**config.mk**
```make
export PLATFORM = sky130hd
export DESIGN_NAME = dbg_cpu_top
export DESIGN_NICKNAME = d
export VERILOG_FILES = /design/src/source/dbg_cpu_pkg.sv /design/src/source/dbg_cpu_top.sv /design/src/source/debug_unit.sv /design/src/source/decode_stage.sv /design/src/source/execute_stage.sv /design/src/source/fetch_stage.sv
export VERILOG_INCLUDE_DIRS = /design/src /design/src/source
export SDC_FILE = /design/constraint.sdc
export NUM_CORES = 2
export LEC_CHECK = 0
export BUFFER_PORTS_ARGS = -buffer_cell sky130_fd_sc_hd__buf_2
export CAP_MARGIN = 20
export CORE_UTILIZATION = 40
export CTS_BUF_LIST = sky130_fd_sc_hd__clkbuf_8
export DETAILED_ROUTE_END_ITERATION = 6
export GPL_ROUTABILITY_DRIVEN = 0
export PLACE_DENSITY = 0.5
export RECOVER_POWER = 25
export SLEW_MARGIN = 20
export SYNTH_ARGS = -nofsm -noshare
export SYNTH_HDL_FRONTEND = slang
export SYNTH_SLANG_ARGS = --single-unit
```
**constraint.sdc**
```tcl
create_clock -name i_clock -period 4.4 [get_ports i_clock]
set_clock_uncertainty 0.15 [all_clocks]
set_input_delay 0.88 -clock i_clock [delete_from_list [all_inputs] [get_ports i_clock]]
set_output_delay 0.88 -clock i_clock [all_outputs]
set_load 0.005 [all_outputs]
```
**src/source/dbg_cpu_consts.svh**
```systemverilog
`ifndef DBG_CPU_CONSTS_SVH
`define DBG_CPU_CONSTS_SVH

// datapath widths and memory sizes.
`define DBG_XLEN        16
`define DBG_ILEN        16
`define DBG_NREGS       16
`define DBG_IMEM_DEPTH  64
`define DBG_PC_W        6
`define DBG_STATE_W     4

// host command bytes.
`define DBG_CMD_LOAD      8'h01
`define DBG_CMD_RUN       8'h02
`define DBG_CMD_STEP      8'h03
`define DBG_CMD_READ_REG  8'h04
`define DBG_CMD_READ_PC   8'h05
`define DBG_CMD_RESET_CPU 8'h06

`endif

```
**src/source/dbg_cpu_pkg.sv**
```systemverilog
`include "dbg_cpu_consts.svh"
`default_nettype none

package dbg_cpu_pkg;

    typedef enum logic [3:0] {
        OP_NOP  = 4'h0,
        OP_ADD  = 4'h1,
        OP_SUB  = 4'h2,
        OP_AND  = 4'h3,
        OP_XOR  = 4'h4,
        OP_LDI  = 4'h5,
        OP_ADDI = 4'h6,
        OP_HALT = 4'hF
    } opcode_e;

    typedef struct packed {
        opcode_e    opcode;
        logic [3:0] rd;
        logic [3:0] rs;
        logic [3:0] rt;
    } instr_rr_t;

    typedef struct packed {
        opcode_e    opcode;
        logic [3:0] rd;
        logic [7:0] imm;
    } instr_imm_t;

    // opcode and rd sit in the same bits in both formats.
    typedef union packed {
        instr_rr_t  rr;
        instr_imm_t imm;
    } instr_u;

    typedef struct packed {
        logic                 valid;
        logic [`DBG_PC_W-1:0] pc;
        logic [`DBG_ILEN-1:0] instr;
    } fetch_t;

    typedef struct packed {
        logic                           valid;
        opcode_e                        opcode;
        logic [$clog2(`DBG_NREGS)-1:0]  rd;
        logic [`DBG_XLEN-1:0]           a;
        logic [`DBG_XLEN-1:0]           b;
    } decode_t;

    typedef struct packed {
        logic                           valid;
        logic [$clog2(`DBG_NREGS)-1:0]  rd;
        logic [`DBG_XLEN-1:0]           data;
    } wb_t;

    typedef enum logic [`DBG_STATE_W-1:0] {
        ST_IDLE      = 4'd0,
        ST_LOAD_ADDR = 4'd1,
        ST_LOAD_HI   = 4'd2,
        ST_LOAD_LO   = 4'd3,
        ST_REG_IDX   = 4'd4,
        ST_SEND_LO   = 4'd5
    } dbg_state_e;

endpackage

`default_nettype wire

```
**src/source/dbg_cpu_top.sv**
```systemverilog
`timescale 1ns/1ps
`include "dbg_cpu_consts.svh"
`default_nettype none

module dbg_cpu_top (
    input  wire                     i_clock,
    input  wire                     i_arst_n,
    input  wire [7:0]               i_rx_data,
    input  wire                     i_rx_valid,
    output wire [7:0]               o_tx_data,
    output wire                     o_tx_valid,
    output wire                     o_hlt,
    output wire [`DBG_STATE_W-1:0]  o_state
);

    wire [`DBG_PC_W-1:0]            pc;
    wire [`DBG_XLEN-1:0]            reg_data;
    wire [$clog2(`DBG_NREGS)-1:0]   reg_addr;
    wire                            imem_we;
    wire [`DBG_PC_W-1:0]            imem_addr;
    wire [`DBG_ILEN-1:0]            imem_data;
    wire                            enable;
    wire                            clear;
    wire dbg_cpu_pkg::fetch_t       fetch;
    wire dbg_cpu_pkg::decode_t      decode;
    wire dbg_cpu_pkg::wb_t          wb;

    debug_unit u_debug_unit (
        .i_clock     (i_clock),
        .i_arst_n    (i_arst_n),
        .i_rx_data   (i_rx_data),
        .i_rx_valid  (i_rx_valid),
        .i_pc        (pc),
        .i_hlt       (o_hlt),
        .i_reg_data  (reg_data),
        .o_reg_addr  (reg_addr),
        .o_imem_we   (imem_we),
        .o_imem_addr (imem_addr),
        .o_imem_data (imem_data),
        .o_enable    (enable),
        .o_clear     (clear),
        .o_tx_data   (o_tx_data),
        .o_tx_valid  (o_tx_valid),
        .o_state     (o_state)
    );

    fetch_stage u_fetch (
        .i_clock     (i_clock),
        .i_arst_n    (i_arst_n),
        .i_enable    (enable),
        .i_clear     (clear),
        .i_imem_we   (imem_we),
        .i_imem_addr (imem_addr),
        .i_imem_data (imem_data),
        .o_pc        (pc),
        .o_fetch     (fetch)
    );

    decode_stage u_decode (
        .i_clock        (i_clock),
        .i_arst_n       (i_arst_n),
        .i_enable       (enable),
        .i_clear        (clear),
        .i_fetch        (fetch),
        .i_wb           (wb),
        .i_dbg_reg_addr (reg_addr),
        .o_dbg_reg_data (reg_data),
        .o_decode       (decode)
    );

    execute_stage u_execute (
        .i_clock  (i_clock),
        .i_arst_n (i_arst_n),
        .i_enable (enable),
        .i_clear  (clear),
        .i_decode (decode),
        .o_wb     (wb),
        .o_hlt    (o_hlt)
    );

endmodule

`default_nettype wire

```
**src/source/debug_unit.sv**
```systemverilog
`timescale 1ns/1ps
`include "dbg_cpu_consts.svh"
`default_nettype none

module debug_unit (
    input  wire                             i_clock,
    input  wire                             i_arst_n,
    input  wire [7:0]                       i_rx_data,
    input  wire                             i_rx_valid,
    input  wire [`DBG_PC_W-1:0]             i_pc,
    input  wire                             i_hlt,
    input  wire [`DBG_XLEN-1:0]             i_reg_data,
    output logic [$clog2(`DBG_NREGS)-1:0]   o_reg_addr,
    output logic                            o_imem_we,
    output logic [`DBG_PC_W-1:0]            o_imem_addr,
    output logic [`DBG_ILEN-1:0]            o_imem_data,
    output logic                            o_enable,
    output logic                            o_clear,
    output logic [7:0]                      o_tx_data,
    output logic                            o_tx_valid,
    output dbg_cpu_pkg::dbg_state_e         o_state
);

    import dbg_cpu_pkg::*;

    localparam int REG_W = $clog2(`DBG_NREGS);

    dbg_state_e       state_q;
    logic [REG_W-1:0] reg_addr_q;
    logic             run_q;
    logic             step_q;

    assign o_state  = state_q;
    assign o_enable = (run_q || step_q) && !i_hlt;

    // the index byte addresses the file directly so the high byte can leave next cycle.
    assign o_reg_addr = (state_q == ST_REG_IDX) ? i_rx_data[REG_W-1:0] : reg_addr_q;

    always_ff @(posedge i_clock or negedge i_arst_n) begin
        if (!i_arst_n) begin
            state_q    <= ST_IDLE;
            run_q      <= 1'b0;
            step_q     <= 1'b0;
            o_clear    <= 1'b0;
            o_imem_we  <= 1'b0;
            o_tx_valid <= 1'b0;
        end else begin
            step_q     <= 1'b0;
            o_clear    <= 1'b0;
            o_imem_we  <= 1'b0;
            o_tx_valid <= 1'b0;
            if (i_hlt) begin
                run_q <= 1'b0;
            end
            case (state_q)
                ST_IDLE: begin
                    if (i_rx_valid) begin
                        case (i_rx_data)
                            `DBG_CMD_LOAD:     state_q <= ST_LOAD_ADDR;
                            `DBG_CMD_RUN:      run_q <= 1'b1;
                            `DBG_CMD_STEP:     step_q <= 1'b1;
                            `DBG_CMD_READ_REG: state_q <= ST_REG_IDX;
                            `DBG_CMD_READ_PC:  o_tx_valid <= 1'b1;
                            `DBG_CMD_RESET_CPU: begin
                                o_clear <= 1'b1;
                                run_q   <= 1'b0;
                            end
                            default: state_q <= ST_IDLE;
                        endcase
                    end
                end
                ST_LOAD_ADDR: begin
                    if (i_rx_valid) begin
                        state_q <= ST_LOAD_HI;
                    end
                end
                ST_LOAD_HI: begin
                    if (i_rx_valid) begin
                        state_q <= ST_LOAD_LO;
                    end
                end
                ST_LOAD_LO: begin
                    if (i_rx_valid) begin
                        o_imem_we <= 1'b1;
                        state_q   <= ST_IDLE;
                    end
                end
                ST_REG_IDX: begin
                    if (i_rx_valid) begin
                        o_tx_valid <= 1'b1;
                        state_q    <= ST_SEND_LO;
                    end
                end
                ST_SEND_LO: begin
                    o_tx_valid <= 1'b1;
                    state_q    <= ST_IDLE;
                end
                default: state_q <= ST_IDLE;
            endcase
        end
    end

    // argument and response bytes, qualified by the strobes above.
    always_ff @(posedge i_clock) begin
        case (state_q)
            ST_IDLE: begin
                if (i_rx_valid) begin
                    o_tx_data <= {{(8 - `DBG_PC_W){1'b0}}, i_pc};
                end
            end
            ST_LOAD_ADDR: begin
                if (i_rx_valid) begin
                    o_imem_addr <= i_rx_data[`DBG_PC_W-1:0];
                end
            end
            ST_LOAD_HI: begin
                if (i_rx_valid) begin
                    o_imem_data[`DBG_ILEN-1 -: 8] <= i_rx_data;
                end
            end
            ST_LOAD_LO: begin
                if (i_rx_valid) begin
                    o_imem_data[7:0] <= i_rx_data;
                end
            end
            ST_REG_IDX: begin
                if (i_rx_valid) begin
                    reg_addr_q <= i_rx_data[REG_W-1:0];
                    o_tx_data  <= i_reg_data[`DBG_XLEN-1 -: 8];
                end
            end
            ST_SEND_LO: o_tx_data <= i_reg_data[7:0];
            default: o_tx_data <= o_tx_data;
        endcase
    end

endmodule

`default_nettype wire

```
**src/source/decode_stage.sv**
```systemverilog
`timescale 1ns/1ps
`include "dbg_cpu_consts.svh"
`default_nettype none

module decode_stage (
    input  wire                                 i_clock,
    input  wire                                 i_arst_n,
    input  wire                                 i_enable,
    input  wire                                 i_clear,
    input  wire dbg_cpu_pkg::fetch_t            i_fetch,
    input  wire dbg_cpu_pkg::wb_t               i_wb,
    input  wire [$clog2(`DBG_NREGS)-1:0]        i_dbg_reg_addr,
    output logic [`DBG_XLEN-1:0]                o_dbg_reg_data,
    output dbg_cpu_pkg::decode_t                o_decode
);

    import dbg_cpu_pkg::*;

    localparam int REG_W = $clog2(`DBG_NREGS);

    logic [`DBG_XLEN-1:0] regs [`DBG_NREGS];

    instr_u               word;
    logic                 is_imm;
    logic [REG_W-1:0]     a_idx;
    logic [REG_W-1:0]     b_idx;
    logic [`DBG_XLEN-1:0] a_val;
    logic [`DBG_XLEN-1:0] b_val;
    logic [`DBG_XLEN-1:0] imm_val;

    assign word   = i_fetch.instr;
    assign is_imm = (word.rr.opcode == OP_LDI) || (word.rr.opcode == OP_ADDI);

    // addi accumulates into rd, so rd is also its first source.
    assign a_idx = is_imm ? word.imm.rd : word.rr.rs;
    assign b_idx = word.rr.rt;

    // imm8 is zero extended.
    assign imm_val = {{(`DBG_XLEN - 8){1'b0}}, word.imm.imm};

    // the result leaving execute this cycle is not yet in the file.
    assign a_val = (i_wb.valid && (i_wb.rd == a_idx)) ? i_wb.data : regs[a_idx];
    assign b_val = (i_wb.valid && (i_wb.rd == b_idx)) ? i_wb.data : regs[b_idx];

    assign o_dbg_reg_data = regs[i_dbg_reg_addr];

    // registers survive a processor clear and only the pin reset zeroes them.
    always_ff @(posedge i_clock or negedge i_arst_n) begin
        if (!i_arst_n) begin
            for (int i = 0; i < `DBG_NREGS; i++) begin
                regs[i] <= '0;
            end
        end else if (i_enable && i_wb.valid) begin
            regs[i_wb.rd] <= i_wb.data;
        end
    end

    always_ff @(posedge i_clock or negedge i_arst_n) begin
        if (!i_arst_n) begin
            o_decode <= '0;
        end else if (i_clear) begin
            o_decode.valid <= 1'b0;
        end else if (i_enable) begin
            o_decode.valid  <= i_fetch.valid;
            o_decode.opcode <= word.rr.opcode;
            o_decode.rd     <= word.rr.rd;
            o_decode.a      <= a_val;
            o_decode.b      <= is_imm ? imm_val : b_val;
        end
    end

endmodule

`default_nettype wire

```
**src/source/execute_stage.sv**
```systemverilog
`timescale 1ns/1ps
`include "dbg_cpu_consts.svh"
`default_nettype none

module execute_stage (
    input  wire                         i_clock,
    input  wire                         i_arst_n,
    input  wire                         i_enable,
    input  wire                         i_clear,
    input  wire dbg_cpu_pkg::decode_t   i_decode,
    output dbg_cpu_pkg::wb_t            o_wb,
    output logic                        o_hlt
);

    import dbg_cpu_pkg::*;

    logic [`DBG_XLEN-1:0] result;
    logic                 writes;

    // all arithmetic wraps at the register width.
    always_comb begin
        result = '0;
        writes = 1'b1;
        case (i_decode.opcode)
            OP_ADD:  result = i_decode.a + i_decode.b;
            OP_SUB:  result = i_decode.a - i_decode.b;
            OP_AND:  result = i_decode.a & i_decode.b;
            OP_XOR:  result = i_decode.a ^ i_decode.b;
            OP_LDI:  result = i_decode.b;
            OP_ADDI: result = i_decode.a + i_decode.b;
            default: writes = 1'b0;
        endcase
    end

    always_comb begin
        o_wb.valid = i_decode.valid && writes;
        o_wb.rd    = i_decode.rd;
        o_wb.data  = result;
    end

    // halt stays set until the debug unit clears the processor.
    always_ff @(posedge i_clock or negedge i_arst_n) begin
        if (!i_arst_n) begin
            o_hlt <= 1'b0;
        end else if (i_clear) begin
            o_hlt <= 1'b0;
        end else if (i_enable && i_decode.valid && (i_decode.opcode == OP_HALT)) begin
            o_hlt <= 1'b1;
        end
    end

endmodule

`default_nettype wire

```
**src/source/fetch_stage.sv**
```systemverilog
`timescale 1ns/1ps
`include "dbg_cpu_consts.svh"
`default_nettype none

module fetch_stage (
    input  wire                   i_clock,
    input  wire                   i_arst_n,
    input  wire                   i_enable,
    input  wire                   i_clear,
    input  wire                   i_imem_we,
    input  wire [`DBG_PC_W-1:0]   i_imem_addr,
    input  wire [`DBG_ILEN-1:0]   i_imem_data,
    output logic [`DBG_PC_W-1:0]  o_pc,
    output dbg_cpu_pkg::fetch_t   o_fetch
);

    import dbg_cpu_pkg::*;

    logic [`DBG_ILEN-1:0] imem [`DBG_IMEM_DEPTH];

    // the debug unit is the only writer of program memory.
    always_ff @(posedge i_clock) begin
        if (i_imem_we) begin
            imem[i_imem_addr] <= i_imem_data;
        end
    end

    always_ff @(posedge i_clock or negedge i_arst_n) begin
        if (!i_arst_n) begin
            o_pc <= '0;
        end else if (i_clear) begin
            o_pc <= '0;
        end else if (i_enable) begin
            o_pc <= o_pc + 1'b1;
        end
    end

    always_ff @(posedge i_clock or negedge i_arst_n) begin
        if (!i_arst_n) begin
            o_fetch <= '0;
        end else if (i_clear) begin
            o_fetch.valid <= 1'b0;
        end else if (i_enable) begin
            o_fetch.valid <= 1'b1;
            o_fetch.pc    <= o_pc;
            o_fetch.instr <= imem[o_pc];
        end
    end

endmodule

`default_nettype wire

```
# After elaboration in Yosys (flattened, before gate mapping)
# Memory sizes are Yosys's and may differ from the RTL's.
# Cells that the tools add are included.
[totals]
wordCells = 160
out_inout_bits = 14
ff_bits = 370
memories = 1
in_bits = 11
ram_bits = 1024
[mem_list]
columns = ["name", "depth", "word_bits", "rd", "rd_clocked_by_memory_dff", "write_ports", "line_no", "rtl"]
rows = [
  ["u_fetch.imem", 64, 16, 1, 0, 1, "fetch_stage.sv:19", "logic [`DBG_ILEN-1:0] imem [`DBG_IMEM_DEPTH];"],
]
[op_classes]
add_sub_neg = 3
n_bitwise = 7
n_reduce_logical = 25
mux = 54
order_cmp = 5
n_eq_ne = 28
[ops]
columns = ["cell", "count"]
rows = [
  ["256-bit bitwise mux", 1],
  ["16-bit binary-select mux with 4-bit select", 3],
  ["16-bit two-way mux", 10],
  ["16-bit one-hot mux with 5 select lines", 1],
  ["16-bit demux with 4-bit select", 1],
  ["41-bit two-way mux", 1],
  ["4-bit by 3-bit == test with 1-bit output (second input constant)", 7],
  ["4-bit two-way mux", 7],
  ["8-bit by 3-bit == test with 1-bit output (second input constant)", 3],
  ["8-bit one-hot mux with 3 select lines", 1],
  ["23-bit two-way mux", 1],
  ["5-bit >= comparator (second input constant)", 4],
  ["1-bit two-way mux", 20],
  ["4-bit inverter with 5-bit output", 4],
  ["4-bit one-hot mux with 5 select lines", 1],
  ["16-bit adder", 1],
  ["16-bit bitwise AND", 1],
  ["4-bit by 2-bit == test with 1-bit output (second input constant)", 4],
  ["8-bit by 2-bit == test with 1-bit output (second input constant)", 2],
  ["8-bit two-way mux", 2],
  ["16-bit subtractor", 1],
  ["16-bit bitwise XOR", 1],
  ["6-bit two-way mux", 2],
  ["2-bit != test (second input constant)", 6],
  ["other kinds (22)", 37],
]

# Longest topological paths before layout
[depth]
ltp_word = 10
depth_mapped = 18
mapped_depth_nobuf = 18

# Hierarchy
# From an unflattened synthesis, not the netlist that was laid out.
[hier_totals]
hier_cells = 3331
hier_area_um2 = 61210.0
[modules_own_cells]
columns = ["mod", "instances", "cells_per_inst", "seq_area_each_um2", "area_each_um2"]
rows = [
  ["fetch_stage", 1, 1766, 31475.2, 40189.8],
  ["decode_stage", 1, 1230, 7432.1, 17608.1],
  ["execute_stage", 1, 224, 25.0, 1729.2],
  ["debug_unit", 1, 111, 1221.2, 1682.9],
]

# Least setup slack after synthesis
# Ideal clock, no wire load.
[synth_timing]
path_kind = "flip-flop to flip-flop"
startpoint = "register u_decode.o_decode[37] (netlist name)"
endpoint = "register u_decode.regs[60] (netlist name)"
setup_ns = 0.137
required_ns = 4.113
n_path_buf = 2
slack_ns = 0.401
path_stages_with_launch = 15
synth_period_minus_slack_ns = 3.999
t_arrival_ns = 3.712
path_cell_list = "dfrtp_1 buf_2 or3b_2 a21oi_1 nor2_1 xor2_1 ha_1 nor2b_1 o31a_1 o41a_1 a211oi_1 xnor2_1 a21boi_1 clkbuf_1 a21oi_1"
[synth_via]
elab_chain_len = 5
elab_cells_between_ends = 13
classes_between = "6 x eq/ne; 3 x mux; 4 x reduce/logical"
[synth_lines]
columns = ["item", "line_no", "rtl"]
rows = [
  ["start: declaration", "decode_stage.sv:14", "output dbg_cpu_pkg::decode_t o_decode"],
  ["4-bit by 1-bit == test with 1-bit output, or another cell as far along", "execute_stage.sv:24", "case (i_decode.opcode)"],
  ["6-bit OR reduction (no line)", "n/a", ""],
  ["1-bit two-way mux", "execute_stage.sv:24", ""],
  ["1-bit logical AND", "execute_stage.sv:36", "o_wb.valid = i_decode.valid && writes;"],
  ["1-bit logical AND", "decode_stage.sv:53", "end else if (i_enable && i_wb.valid) begin"],
  ["end signal: indexed assignment", "decode_stage.sv:54", "regs[i_wb.rd] <= i_wb.data;"],
  ["end: declaration", "decode_stage.sv:21", "logic [`DBG_XLEN-1:0] regs [`DBG_NREGS];"],
]
# Several ways; a longest one is shown, not always the timed one.
# A chain may end at the register's enable or synchronous reset.

# Worst setup path in the final report
[layout_timing]
startpoint = "register u_decode.o_decode[37] (netlist name)"
endpoint = "register u_decode.regs[170] (netlist name)"
# The elaborated chain is that of the path after synthesis.

==> results.md <==
- Finished layout cell area: 70000 µm²
- Required @ worst endpoint: 5.06 ns
- Most frequent CP cell: o21ai_0
- CP max-delay cell: or3b_2
- Syn Inst Count: 4328
- Top-count cell post-synth: edfxtp_1
- Setup slack, reg-to-reg: 0.38 ns
- Die area: 155000 µm²
- Die Height: 394 µm
- Clk buf depth: 3
- Final setup viols: 0
- Worst rel slew slack: -125%
- R2r startpoint: u_decode.o_decode[37]$_DFFE_PN0P_
- Seq/Total Area, Yosys: 65.0%
- Fin. Hold Viols: 0
- TritonRoute pass-1 iters: 6
- Yosys reg bits: 1387
- Syn-to-layout area delta: 13.8%
- Fin worst setup slack: 0.375 ns
- Via count: 39.3k
- Delay-heaviest family, CP: compound AO/OA/AOI/OAI gates
- Core ar.: 152000 µm²
- Clk slew on worst S/H paths: 0.07 ns
- Critical path cell sequence: or3b_2 -> a21o_1 -> o21ai_0 -> inv_1 -> fa_1 -> nor2b_1 -> o31a_1 -> o41a_1 -> a31oi_1 -> xnor2_1 -> a21boi_1 -> buf_4 -> o21ai_0
- Fraction of layout cells with a size suffix above 1: 20.6%
- Final nets: 4589
- Clock share of power: 25.9%
- HP Class: in2reg
- Failing checks: max-capacitance violations, max-slew violations
- Max Cap Violations: 15
- Fillers: 13.6k
- Fin Setup TNS: 0 ns
- Slew @ Worst Pin: 3.37 ns
- Comb power frac: 36.8%
- Tmin final: 4.02 ns
- Cell type with the largest total area after synthesis: edfxtp_1
- HPWL after detailed placement: 117 mm
- Synth Area per Inst: 14.2 µm²
- Sink Count: 1387
- Reg power frac: 37.3%
- Final ANT Viol Nets: 0
- TritonCTS clock tree: done
- Tcrit/Tclk final: 91.5%
- Synthesis Warnings: 0
- CTS Buf Count: 232
- RSZ-0062 raised after global routing: no
- Outcome: finished, violations left
- Per-cell routed wire length: 27.9 µm
- Power Internal: 25.9 mW
- Vias in the first global route: 38.8k
- Highest metal used: met4
- Sw frac: 37.5%
- Gr ovfl total: 0
- Place WS: 0.244 ns
- First-pass GRT wire length: 276 mm
- WP buf/inv: 2
- Port buffer count: 23
- Switching power: 15.5 mW
- Leakage: 24.9 nW
- I/O Pins: 25
- Synth area leaders: edfxtp_1, dfrtp_1, mux4_2
- Hold depth: 1
- H-tree depth: 4
- Root Driver: clkbuf_8
- Critical-path maximum fanout: 16
- Row count: 143
- Drt via density: 5.80
- Total Routed Length: 189 mm
- Metal-1 WL: 87.8 mm
- Overall routing resource usage: 24.2%
- Fraction of registers with async set/reset: 23.7%
- R2R Path End: u_decode.regs[170]$_DFFE_PN0P_
- Synth top area share: 51.6%
- WS Path Type: reg2reg
- WHS: 0.214 ns
- VDD IR max: 0.371 mV
- Met2 WL: 85.3 mm
- Number of enable flip-flop cells after synthesis: 1058
- Worst-Skew Late Latency: 0.97 ns
- Cell Area, Synth: 61600 µm²
- Max incr delay on CP: 0.51 ns
- Largest net degree at the start of global routing: 121
- Worst Path Arrival: 4.68 ns
- Cells on worst reg2reg path: 13
- HP Start: i_rx_data[4]
- DIE WIDTH: 394 µm
- Initial drt markers: 3740
- Placed cell area: 65800 µm²
- Synth cell types: 71
- Synth Net Count: 4375
- Fmax: 0.248 GHz
- Top cells by count, synth: edfxtp_1, nand2_1, dfrtp_1
- Crit start category: flip-flop
- Antenna violations before repair: 4
- Met3 wire len: 11.7 mm
- Endpoint class of the critical path: flip-flop
- Initial Util: 40.4%
- Slew Limit Fails: 903
- Remaining DRCs: 0
- Hold Path End: u_debug_unit.o_imem_addr[4]$_DFFE_PP_
- PwrDens: 592 nW/µm²
- Top FF cell, synth: edfxtp_1
-- cells by family (layout without fill, tap and decap cells) --
group / count (synthesis) / count (layout) / synth area share (%)
DFF: 1387 / 1387 / 65.0
and+or+nand+nor: 985 / 985 / 6.87
other: 1 / 7 / 0.00609
buffers and inverters: 342 / 754 / 2.25
muxes: 574 / 574 / 14.6
AOI/OAI and AO/OA: 963 / 963 / 9.97
adders and majority gates: 36 / 36 / 0.744
xor gates and xnor gates: 40 / 40 / 0.569
-- power groups by stage --
stage | Combinational [mW] | Sequential [mW] | Clock [mW]
2_1_floorplan | 9.38 | 15.5 | 0
3_3_place_gp | 15.2 | 15.7 | 0
3_5_place_dp | 15.2 | 15.7 | 0
4_1_cts | 15.3 | 15.4 | 11.0
5_1_grt | 16.2 | 15.5 | 11.6
6_report | 15.3 | 15.5 | 10.7
-- worst max-delay path by stage --
stage / startpoint / endpoint / slack (ns) / cells past startpoint
floorplan: u_decode.o_decode[37]$_DFFE_PN0P_ / u_decode.regs[60]$_DFFE_PN0P_ / 0.40 / 14
global placement: u_decode.o_decode[37]$_DFFE_PN0P_ / u_decode.regs[191]$_DFFE_PN0P_ / 0.23 / 12
detailed placement: u_decode.o_decode[37]$_DFFE_PN0P_ / u_decode.regs[191]$_DFFE_PN0P_ / 0.24 / 12
CTS: u_decode.o_decode[37]$_DFFE_PN0P_ / u_decode.regs[191]$_DFFE_PN0P_ / 0.30 / 12
global route: u_decode.o_decode[37]$_DFFE_PN0P_ / u_decode.regs[15]$_DFFE_PN0P_ / 0.04 / 13
finish: u_decode.o_decode[37]$_DFFE_PN0P_ / u_decode.regs[170]$_DFFE_PN0P_ / 0.38 / 13
-- cell usage in the layout (no fill, tap or decap), types with 19 or more instances in the layout --
cell type and n:
inv_1 110, buf_4 233, clkinv_1 44, nand2b_1 19, o211ai_1 23, and3_1 35
mux2_2 78, mux4_2 251, clkbuf_8 242, a21o_1 22, a311oi_1 25, nor2_2 22
o21ai_0 190, nand3_1 62, dfrtp_1 321, clkbuf_1 27, a21oi_1 296, o221ai_1 60
ha_1 35, nor2_1 241, mux2i_1 239, o22ai_1 66, and2_1 36, nand2_1 481
a31oi_1 43, xnor2_1 22, a211oi_1 112, edfxtp_1 1058, buf_12 33, clkinv_2 30
-- stage by stage --
stage                     total power [mW]  utilization [%]  cells
after floorplan                       24.8                -   4328
after CTS                             41.7             46.0   6769
after global routing                  43.3             45.9   6773
after detailed placement              30.9             43.1   6334
final                                 41.5             45.9   6776
after global placement                30.9             43.1   6334
-- flip-flops by register name (all words and copies together) (netlist names), 3 cells and up --
signal / cells
u_fetch.imem: 1024
u_fetch.o_fetch: 17
u_debug_unit.o_tx_data: 8
u_fetch.o_pc: 6
u_debug_unit.o_imem_addr: 6
u_decode.regs: 256
u_debug_unit.o_state: 3
u_debug_unit.o_imem_data: 16
u_debug_unit.reg_addr_q: 4
u_decode.o_decode: 41
-- routing by layer --
layer,vias up,global-route usage (%)
met4,0,6.32
li1,17300,-
met3,267,3.86
met2,1354,36.9
met1,20400,36.1
met5,-,0
-- cell type report --
| type | instances | area (µm²) | share of cell area, % |
|---|---|---|---|
| diodes | 6 | 15.0 | 0.0214 |
| repair buffers | 311 | 2620 | 3.74 |
| clock inverters | 190 | 1000 | 1.43 |
| well taps | 2030 | 2540 | 3.63 |
| clock buffers | 242 | 3330 | 4.76 |
| multi-input cells | 2599 | 20500 | 29.2 |
| inverters | 11 | 41.3 | 0.0590 |
| flip-flops and latches | 1387 | 40000 | 57.2 |
-- what timing repair did --
item                       4_1_cts  5_1_grt
hold buffers                     3        0
hold endpoints to repair        81        0
setup buffers                    0        0
gates resized for setup          0        1
setup endpoints to repair        0       16
(Power assumes the default switching activity.)
